**src/rtl/rtc_bus_pkg.sv**
```systemverilog
package rtc_bus_pkg;

	typedef logic [7:0] rtc_addr_t;
	typedef logic [7:0] rtc_data_t;

	//////////////////////////////////////////////////
	// Bus cycle timing in clk cycles
	//////////////////////////////////////////////////
	localparam int unsigned ADDR_CYCLES    = 4;
	localparam int unsigned TURN_CYCLES    = 1;
	localparam int unsigned DATA_CYCLES    = 4;
	localparam int unsigned RECOVER_CYCLES = 2;

	//////////////////////////////////////////////////
	// Chip register map
	//////////////////////////////////////////////////
	localparam rtc_addr_t ADDR_UPDATE = 8'hF1;
	localparam rtc_addr_t ADDR_STATUS = 8'h01;

	// Time of day
	localparam rtc_addr_t ADDR_SEC  = 8'h21;
	localparam rtc_addr_t ADDR_MIN  = 8'h22;
	localparam rtc_addr_t ADDR_HOUR = 8'h23;

	// Calendar
	localparam rtc_addr_t ADDR_DAY     = 8'h24;
	localparam rtc_addr_t ADDR_MONTH   = 8'h25;
	localparam rtc_addr_t ADDR_YEAR    = 8'h26;
	localparam rtc_addr_t ADDR_WEEKDAY = 8'h27;

	// Countdown timer
	localparam rtc_addr_t ADDR_TMR_SEC  = 8'h41;
	localparam rtc_addr_t ADDR_TMR_MIN  = 8'h42;
	localparam rtc_addr_t ADDR_TMR_HOUR = 8'h43;

	// Copies the running counters into the readable registers
	localparam rtc_data_t UPDATE_CMD = 8'h08;

	typedef enum logic [2:0] {PH_IDLE, PH_ADDR, PH_TURN, PH_DATA, PH_RECOVER} bus_phase_e;

	typedef enum logic {TXN_READ, TXN_WRITE} txn_kind_e;

endpackage

```
**src/rtl/rtc_host_pkg.sv**
```systemverilog
package rtc_host_pkg;

	typedef logic [7:0]  apb_addr_t;
	typedef logic [31:0] apb_data_t;

	// Read modes, each one drops at most one register group
	typedef enum logic [1:0] {
		MODE_FULL     = 2'd0,
		MODE_NO_TIME  = 2'd1,
		MODE_NO_DATE  = 2'd2,
		MODE_NO_TIMER = 2'd3
	} read_mode_e;

	//////////////////////////////////////////////////
	// Shadow slots
	// 0 status, 1..3 time, 4..7 date, 8..10 timer
	//////////////////////////////////////////////////
	localparam int unsigned NUM_SLOTS = 11;

	typedef logic [3:0] slot_idx_t;

	//////////////////////////////////////////////////
	// APB register offsets
	//////////////////////////////////////////////////
	localparam apb_addr_t REG_CTRL        = 8'h00;
	localparam apb_addr_t REG_STATUS      = 8'h04;
	localparam apb_addr_t REG_SHADOW_BASE = 8'h10;

endpackage

```
**src/rtl/rtc_txn_if.sv**
```systemverilog
// One chip bus transaction, scheduler to bus engine
interface rtc_txn_if import rtc_bus_pkg::*; ();

	logic      valid;
	logic      ready;
	txn_kind_e kind;
	rtc_addr_t addr;
	rtc_data_t wdata;
	logic      done;
	rtc_data_t rdata;

	modport scheduler (
		output valid, kind, addr, wdata,
		input  ready, done, rdata
	);

	modport engine (
		input  valid, kind, addr, wdata,
		output ready, done, rdata
	);

endinterface

```
**src/rtl/seq_ctl_if.sv**
```systemverilog
// Control, status and shadow write-back between host registers and scheduler
interface seq_ctl_if import rtc_bus_pkg::*, rtc_host_pkg::*; ();

	logic       start;
	read_mode_e mode;
	logic       busy;
	logic       pass_done;
	logic       shadow_we;
	slot_idx_t  shadow_idx;
	rtc_data_t  shadow_data;

	modport host (
		output start, mode,
		input  busy, pass_done, shadow_we, shadow_idx, shadow_data
	);

	modport seq (
		input  start, mode,
		output busy, pass_done, shadow_we, shadow_idx, shadow_data
	);

endinterface

```
**src/rtl/rtc_host_regs.sv**
```systemverilog
module rtc_host_regs import rtc_bus_pkg::*, rtc_host_pkg::*; (
	input  logic      clk,
	input  logic      rst,
	input  logic      psel,
	input  logic      penable,
	input  logic      pwrite,
	input  apb_addr_t paddr,
	input  apb_data_t pwdata,
	output apb_data_t prdata,
	output logic      pready,
	seq_ctl_if.host   ctl
);

	rtc_data_t  shadow [NUM_SLOTS];
	logic       done_q;
	logic       wr_en;
	logic       ctrl_wr;
	apb_addr_t  sh_off;
	slot_idx_t  sh_idx;
	logic       sh_hit;

	// No wait states
	assign pready = 1'b1;

	assign wr_en   = psel && penable && pwrite;
	assign ctrl_wr = wr_en && (paddr == REG_CTRL) && !ctl.busy && !ctl.start;

	//////////////////////////////////////////////////
	// Control and status
	//////////////////////////////////////////////////
	always_ff @(posedge clk or posedge rst) begin
		if (rst) begin
			ctl.start <= 1'b0;
			ctl.mode  <= MODE_FULL;
			done_q    <= 1'b0;
		end else begin
			ctl.start <= ctrl_wr && pwdata[2];
			if (ctrl_wr) begin
				ctl.mode <= read_mode_e'(pwdata[1:0]);
			end
			// Sticky until the next pass is started
			if (ctl.start) begin
				done_q <= 1'b0;
			end else if (ctl.pass_done) begin
				done_q <= 1'b1;
			end
		end
	end

	//////////////////////////////////////////////////
	// Shadow register file
	//////////////////////////////////////////////////
	always_ff @(posedge clk or posedge rst) begin
		if (rst) begin
			for (int i = 0; i < NUM_SLOTS; i++) begin
				shadow[i] <= '0;
			end
		end else if (ctl.shadow_we) begin
			shadow[ctl.shadow_idx] <= ctl.shadow_data;
		end
	end

	// Shadow i sits at base + 4*i
	assign sh_off = paddr - REG_SHADOW_BASE;
	assign sh_idx = sh_off[5:2];
	assign sh_hit = (paddr >= REG_SHADOW_BASE) && (sh_off[1:0] == 2'b00)
		&& (sh_off[7:2] < 6'(NUM_SLOTS));

	// Read data during the access phase, unmapped offsets give 0
	always_comb begin
		prdata = '0;
		if (psel && !pwrite) begin
			if (paddr == REG_STATUS) begin
				prdata = {30'b0, done_q, ctl.busy};
			end else if (sh_hit) begin
				prdata = {24'b0, shadow[sh_idx]};
			end
		end
	end

endmodule

```
**src/rtl/read_scheduler.sv**
```systemverilog
module read_scheduler import rtc_bus_pkg::*, rtc_host_pkg::*; (
	input  logic          clk,
	input  logic          rst,
	seq_ctl_if.seq        ctl,
	rtc_txn_if.scheduler  txn
);

	typedef enum logic [2:0] {
		S_IDLE, S_UPDATE, S_UPDATE_WAIT, S_SELECT, S_READ, S_READ_WAIT, S_WB
	} sched_state_e;

	sched_state_e state;
	read_mode_e   mode_q;
	slot_idx_t    slot;
	logic         last_slot;

	// Slot table, from shadow index to chip register
	function automatic rtc_addr_t slot_addr(input slot_idx_t idx);
		case (idx)
			4'd0:    return ADDR_STATUS;
			4'd1:    return ADDR_SEC;
			4'd2:    return ADDR_MIN;
			4'd3:    return ADDR_HOUR;
			4'd4:    return ADDR_DAY;
			4'd5:    return ADDR_MONTH;
			4'd6:    return ADDR_YEAR;
			4'd7:    return ADDR_WEEKDAY;
			4'd8:    return ADDR_TMR_SEC;
			4'd9:    return ADDR_TMR_MIN;
			default: return ADDR_TMR_HOUR;
		endcase
	endfunction

	// Status slot is always kept
	function automatic logic slot_kept(input slot_idx_t idx, input read_mode_e m);
		case (m)
			MODE_NO_TIME:  return !(idx >= 4'd1 && idx <= 4'd3);
			MODE_NO_DATE:  return !(idx >= 4'd4 && idx <= 4'd7);
			MODE_NO_TIMER: return !(idx >= 4'd8);
			default:       return 1'b1;
		endcase
	endfunction

	assign last_slot = (slot == slot_idx_t'(NUM_SLOTS - 1));

	always_ff @(posedge clk or posedge rst) begin
		if (rst) begin
			state           <= S_IDLE;
			mode_q          <= MODE_FULL;
			slot            <= '0;
			ctl.busy        <= 1'b0;
			ctl.pass_done   <= 1'b0;
			ctl.shadow_we   <= 1'b0;
			ctl.shadow_idx  <= '0;
			ctl.shadow_data <= '0;
			txn.valid       <= 1'b0;
			txn.kind        <= TXN_READ;
			txn.addr        <= '0;
			txn.wdata       <= '0;
		end else begin
			ctl.pass_done <= 1'b0;
			ctl.shadow_we <= 1'b0;
			case (state)
				S_IDLE: begin
					if (ctl.start) begin
						mode_q    <= ctl.mode;
						ctl.busy  <= 1'b1;
						txn.valid <= 1'b1;
						txn.kind  <= TXN_WRITE;
						txn.addr  <= ADDR_UPDATE;
						txn.wdata <= UPDATE_CMD;
						state     <= S_UPDATE;
					end
				end
				S_UPDATE: begin
					if (txn.ready) begin
						txn.valid <= 1'b0;
						state     <= S_UPDATE_WAIT;
					end
				end
				S_UPDATE_WAIT: begin
					if (txn.done) begin
						slot  <= '0;
						state <= S_SELECT;
					end
				end
				// One cycle per slot, skipped slots just advance
				S_SELECT: begin
					if (slot_kept(slot, mode_q)) begin
						txn.valid <= 1'b1;
						txn.kind  <= TXN_READ;
						txn.addr  <= slot_addr(slot);
						state     <= S_READ;
					end else if (last_slot) begin
						ctl.pass_done <= 1'b1;
						ctl.busy      <= 1'b0;
						state         <= S_IDLE;
					end else begin
						slot <= slot + 4'd1;
					end
				end
				S_READ: begin
					if (txn.ready) begin
						txn.valid <= 1'b0;
						state     <= S_READ_WAIT;
					end
				end
				S_READ_WAIT: begin
					if (txn.done) begin
						ctl.shadow_we   <= 1'b1;
						ctl.shadow_idx  <= slot;
						ctl.shadow_data <= txn.rdata;
						state           <= S_WB;
					end
				end
				S_WB: begin
					if (last_slot) begin
						ctl.pass_done <= 1'b1;
						ctl.busy      <= 1'b0;
						state         <= S_IDLE;
					end else begin
						slot  <= slot + 4'd1;
						state <= S_SELECT;
					end
				end
				default: state <= S_IDLE;
			endcase
		end
	end

endmodule

```
**src/rtl/bus_cycle_engine.sv**
```systemverilog
module bus_cycle_engine import rtc_bus_pkg::*; (
	input  logic       clk,
	input  logic       rst,
	rtc_txn_if.engine  txn,
	output logic       rtc_ad_sel,
	output logic       rtc_cs_n,
	output logic       rtc_wr_n,
	output logic       rtc_rd_n,
	output rtc_data_t  rtc_bus_out,
	output logic       rtc_bus_oe,
	input  rtc_data_t  rtc_bus_in
);

	bus_phase_e phase;
	logic [2:0] cnt;
	txn_kind_e  kind_q;
	rtc_data_t  wdata_q;
	rtc_data_t  rdata_q;

	assign txn.ready = (phase == PH_IDLE);
	assign txn.done  = (phase == PH_RECOVER) && (cnt == 3'(RECOVER_CYCLES - 1));
	assign txn.rdata = rdata_q;

	//////////////////////////////////////////////////
	// Phase sequencing, strobes set on entry to each phase
	//////////////////////////////////////////////////
	always_ff @(posedge clk or posedge rst) begin
		if (rst) begin
			phase       <= PH_IDLE;
			cnt         <= '0;
			kind_q      <= TXN_READ;
			rtc_ad_sel  <= 1'b0;
			rtc_cs_n    <= 1'b1;
			rtc_wr_n    <= 1'b1;
			rtc_rd_n    <= 1'b1;
			rtc_bus_oe  <= 1'b0;
			rtc_bus_out <= '0;
		end else begin
			case (phase)
				PH_IDLE: begin
					if (txn.valid && txn.ready) begin
						phase       <= PH_ADDR;
						cnt         <= '0;
						kind_q      <= txn.kind;
						// Address goes out with wr_n low, both cases
						rtc_ad_sel  <= 1'b0;
						rtc_cs_n    <= 1'b0;
						rtc_wr_n    <= 1'b0;
						rtc_bus_oe  <= 1'b1;
						rtc_bus_out <= txn.addr;
					end
				end
				PH_ADDR: begin
					if (cnt == 3'(ADDR_CYCLES - 1)) begin
						phase      <= PH_TURN;
						cnt        <= '0;
						rtc_cs_n   <= 1'b1;
						rtc_wr_n   <= 1'b1;
						rtc_ad_sel <= 1'b1;
						rtc_bus_oe <= 1'b0;
					end else begin
						cnt <= cnt + 3'd1;
					end
				end
				PH_TURN: begin
					if (cnt == 3'(TURN_CYCLES - 1)) begin
						phase    <= PH_DATA;
						cnt      <= '0;
						rtc_cs_n <= 1'b0;
						if (kind_q == TXN_WRITE) begin
							rtc_wr_n    <= 1'b0;
							rtc_bus_oe  <= 1'b1;
							rtc_bus_out <= wdata_q;
						end else begin
							rtc_rd_n <= 1'b0;
						end
					end else begin
						cnt <= cnt + 3'd1;
					end
				end
				PH_DATA: begin
					if (cnt == 3'(DATA_CYCLES - 1)) begin
						phase      <= PH_RECOVER;
						cnt        <= '0;
						rtc_ad_sel <= 1'b0;
						rtc_cs_n   <= 1'b1;
						rtc_wr_n   <= 1'b1;
						rtc_rd_n   <= 1'b1;
						rtc_bus_oe <= 1'b0;
					end else begin
						cnt <= cnt + 3'd1;
					end
				end
				PH_RECOVER: begin
					if (cnt == 3'(RECOVER_CYCLES - 1)) begin
						phase <= PH_IDLE;
						cnt   <= '0;
					end else begin
						cnt <= cnt + 3'd1;
					end
				end
				default: phase <= PH_IDLE;
			endcase
		end
	end

	// Write data and read byte
	always_ff @(posedge clk) begin
		if (txn.valid && txn.ready) begin
			wdata_q <= txn.wdata;
		end
		// Chip data is stable by the last data cycle
		if (phase == PH_DATA && cnt == 3'(DATA_CYCLES - 1) && kind_q == TXN_READ) begin
			rdata_q <= rtc_bus_in;
		end
	end

endmodule

```
**src/rtl/rtc_reader_top.sv**
```systemverilog
module rtc_reader_top import rtc_bus_pkg::*, rtc_host_pkg::*; (
	input  logic      clk,
	input  logic      rst,
	// APB slave
	input  logic      psel,
	input  logic      penable,
	input  logic      pwrite,
	input  apb_addr_t paddr,
	input  apb_data_t pwdata,
	output apb_data_t prdata,
	output logic      pready,
	// Clock chip bus
	output logic      rtc_ad_sel,
	output logic      rtc_cs_n,
	output logic      rtc_wr_n,
	output logic      rtc_rd_n,
	output rtc_data_t rtc_bus_out,
	output logic      rtc_bus_oe,
	input  rtc_data_t rtc_bus_in
);

	seq_ctl_if seq_ctl ();
	rtc_txn_if txn_bus ();

	rtc_host_regs u_host_regs (
		.clk     (clk),
		.rst     (rst),
		.psel    (psel),
		.penable (penable),
		.pwrite  (pwrite),
		.paddr   (paddr),
		.pwdata  (pwdata),
		.prdata  (prdata),
		.pready  (pready),
		.ctl     (seq_ctl.host)
	);

	read_scheduler u_read_scheduler (
		.clk (clk),
		.rst (rst),
		.ctl (seq_ctl.seq),
		.txn (txn_bus.scheduler)
	);

	bus_cycle_engine u_bus_cycle_engine (
		.clk         (clk),
		.rst         (rst),
		.txn         (txn_bus.engine),
		.rtc_ad_sel  (rtc_ad_sel),
		.rtc_cs_n    (rtc_cs_n),
		.rtc_wr_n    (rtc_wr_n),
		.rtc_rd_n    (rtc_rd_n),
		.rtc_bus_out (rtc_bus_out),
		.rtc_bus_oe  (rtc_bus_oe),
		.rtc_bus_in  (rtc_bus_in)
	);

endmodule

```
**config.mk**
```make
export PLATFORM = sky130hd
export DESIGN_NAME = rtc_reader_top
export DESIGN_NICKNAME = d
export VERILOG_FILES = /design/src/rtl/rtc_bus_pkg.sv /design/src/rtl/rtc_host_pkg.sv /design/src/rtl/rtc_txn_if.sv /design/src/rtl/seq_ctl_if.sv /design/src/rtl/rtc_host_regs.sv /design/src/rtl/read_scheduler.sv /design/src/rtl/bus_cycle_engine.sv /design/src/rtl/rtc_reader_top.sv
export SDC_FILE = /design/constraint.sdc
export NUM_CORES = 1
export LEC_CHECK = 0
export BUFFER_PORTS_ARGS = -buffer_cell sky130_fd_sc_hd__buf_2
export CAP_MARGIN = 15
export CORE_ASPECT_RATIO = 0.9
export CORE_MARGIN = 2
export CORE_UTILIZATION = 55
export DETAILED_ROUTE_END_ITERATION = 7
export PLACE_DENSITY = 0.75
export SYNTH_ARGS = -nofsm -noshare
export SYNTH_HDL_FRONTEND = slang
export SYNTH_HIERARCHICAL = 1
export SYNTH_SLANG_ARGS = --single-unit
```
**constraint.sdc**
```tcl
create_clock -name clk -period 4 [get_ports clk]
set_clock_uncertainty 0.05 [all_clocks]
set_input_delay 0.2 -clock clk [delete_from_list [all_inputs] [get_ports clk]]
set_output_delay 0.2 -clock clk [all_outputs]
set_load 0.01 [all_outputs]
```
==> flow_summary.ini <==
[run_status]
outcome = finished clean

[floorplan]
initial_core_util_pct = 55.6
die_h_um = 119
ioPinCount = 99
chipWidth_um = 132
dieArea_sq_mm = 0.0157
coreArea_sq_mm = 0.0146
rows = 42

[grt]
grt_usage_pct = 22.2
grt_max_degree = 66
grt_overflow = 0
grt_pass1_vias = 5137
antenna_found_initial = 0
grt_first_pass_wirelength_mm = 26.8

[worst_setup_path]
worstSetupPathType = input pin to output port
cpPeakStageDelay_ns = 0.55
critPathTopFamily = buffers and inverters
slowest_stage = nor2_1
worstPathMaxFanout = 14
cp-end-kind = output port
cp.required_ns = 3.75
path_buf_inv = 4
start_kind = input pin
critPathArrivalTime_ns = 2.51
cp_common_cell = buf_2
worstPathCellList = buf_2 > inv_1 > ha_1 > clkinv_1 > nor2_1 > nand2_1 > a21oi_1 > buf_2

[sta]
period_needed_ns = 2.76
relSlewSlack_pct = 36.7
rsz0062_at_grt = no
slew_violations = 0
setup_viol = 0
worstMarginPinSlew_ns = 0.942
tns_ns = 0
fin_crit_sh_pct = 69.0
max_freq_ghz = 0.362
finalHoldViolations = 0

[detailed_routing]
wirelength_mm = 16.4
vias = 5115
vias_per_cell = 5.76
drc = 0
drt_iter0_drc = 502
wl_per_cell_um = 18.5
first_pass_iters = 4
ant_nets = 0

[synth]
avgSynthCellArea_sq_um = 12.7
yosysSeqAreaShare_pct = 50.5
synth.cell_area_sq_mm = 0.00810
synth_ff_type = dfrtp_1
synth_edf_count = 16
syn-instance-count = 640
synth_common_cells = 141 x dfrtp_1, 99 x mux2_2, 51 x nand2_1, 38 x buf_4, 20 x nor2_1
yosys_warnings = 6
synthTopCellsByArea = dfrtp_1 44%, mux2_2 14%, edfxtp_1 5.9%
synth_top_cell_by_area = dfrtp_1
ys_ff_latch = 160
yosysTopAreaCellShare_pct = 43.6
async_flop_share_pct = 90.0
synth.most_common_cell = dfrtp_1
synth.distinct_cells = 73

[clocking]
clock-sinks = 160
clockRootBuffer = clkbuf_16
post_cts_buffers = 0
path_clk_slew_ns = 0.06
clk_latency_ns = 0.44
cts_buffers = 17
tritoncts = built
htree_levels = 4
clock_path_buffers = 2

[pwr]
p_leak_nw = 4.37
power_density_mw_per_mm2 = 508
peakVddDrop_mv = 0.326

[run]
drv_cap = 0

[place]
gp_congestion = 0.835
place_area_sq_mm = 0.00824
hpwl_mm = 10.7
placed_cells = 843
numPortBuffers = 44

[final_layout]
layout.nets = 745
area_delta_synth_final_pct = 11.2
antenna-diode-count = 0
layout-drive-gt1-share_pct = 34.5
final_area_sq_mm = 0.00900
fin_cells = 888

[min_path]
min_path_type = input pin to flop
## cell families after synthesis
group                      share of synthesized area, %
other                                             0.139
buffers and inverters                              6.78
adders and majority gates                          2.32
DFF                                                50.5
muxes                                              22.5
AOI/OAI and AO/OA                                  7.43
xor gates and xnor gates                          0.216
and+or+nand+nor                                    10.1
## area by class of cell
type | count | area, sq um
Tap cell | 198 | 248
Inverter | 23 | 92.6
Clock inverter | 10 | 160
Timing Repair Buffer | 59 | 375
Sequential cell | 160 | 4090
Fill cell | 1083 | 5560
Clock buffer | 22 | 464
Multi-Input combinational cell | 416 | 3570
## worst register-to-register path, stage by stage (launching register included)
cell      delay [ns]
dfrtp_1         0.45
inv_1           0.16
ha_1            0.24
nand2b_1        0.14
a22o_1          0.19
a21oi_2         0.37
nor3b_2         0.67
o21ai_0         0.20
o31a_1          0.15
## stage by stage
step | total power, mW | util [%] | setup WS, ns | hold slack, ns
3_5_place_dp | 2.85 | 56.6 | 1.34 | 0.298
6_report | 4.57 | 61.8 | 1.24 | 0.0876
4_1_cts | 4.59 | 61.7 | 1.29 | 0.0795
2_1_floorplan | 2.67 | - | 1.36 | 0.112
3_3_place_gp | 2.81 | 56.6 | 1.38 | 0.285
5_1_grt | 4.79 | 61.8 | 1.05 | 0.0947
## metal layers
metal  vias to the layer above  global-route usage, %  part of all wire [%]
met2                       150                   36.2                    49
met5                         -                      0                     0
met4                         0                   10.3                   2.3
met1                      2621                   28.6                    44
met3                        35                   4.64                   4.4
li1                       2309                      -                     -
## state kept, by name, indices dropped and copies added, names as in the netlist, 2 cells and up
signal                            cells
u_read_scheduler/slot                 4
u_read_scheduler/txn.addr             6
u_bus_cycle_engine/rtc_bus_out        8
u_read_scheduler/ctl.shadow_data      8
u_host_regs/shadow                   88
u_host_regs/ctl.mode                  2
u_read_scheduler/state                3
u_bus_cycle_engine/wdata_q            8
u_read_scheduler/mode_q               2
u_bus_cycle_engine/phase              3
u_bus_cycle_engine/cnt                3
u_read_scheduler/ctl.shadow_idx       4
u_bus_cycle_engine/txn.rdata          8
## cells in the final DEF (no fill, tap or decap), types with 6 or more instances in the layout
| master | instances |
|---|---|
| a21oi_1 | 16 |
| a221o_1 | 7 |
| buf_2 | 44 |
| clkbuf_16 | 17 |
| conb_1 | 33 |
| dfrtp_1 | 141 |
| dlygate4sd3_1 | 12 |
| edfxtp_1 | 16 |
| ha_1 | 15 |
| inv_1 | 18 |
| mux2_2 | 99 |
| mux2_4 | 18 |
| mux4_1 | 7 |
| mux4_2 | 9 |
| nand2_1 | 51 |
| nand2b_1 | 12 |
| nand3_1 | 8 |
| nor2_1 | 20 |
| nor2_2 | 6 |
| nor2b_1 | 8 |
| nor3_1 | 7 |
| o211ai_1 | 8 |
| o21ai_0 | 17 |
## what timing repair did
item | CTS | global route
endpoints found under the hold margin | 60 | 0
hold buffers | 12 | 0
resized for setup | 0 | 0
## report_power, final
part	switching, mW	internal (mW)	leakage, nW	total, mW
Combinational	0.465	0.374	1.96	0.839
Sequential	0.216	1.81	2.11	2.02
Clock	0.636	1.08	0.304	1.71
Total	1.32	3.26	4.37	4.57
## path summary, 6_finish.rpt
path	from	end	slack, ns	cells past startpoint
setup / recovery	paddr[4]	prdata[7]	1.24	8
max in group asynchronous	rst	u_host_regs/shadow[9]	2.59	5
hold / removal	psel	u_host_regs/ctl.start	0.09	4
hold reg to reg	u_bus_cycle_engine/txn.rdata[6]	u_read_scheduler/ctl.shadow_data[6]	0.39	2
min in group asynchronous	rst	u_host_regs/shadow[57]	0.31	3
setup reg to reg	u_read_scheduler/slot[1]	u_read_scheduler/txn.addr[5]	1.27	8
Note: power is estimated with default switching activity, not from simulation.
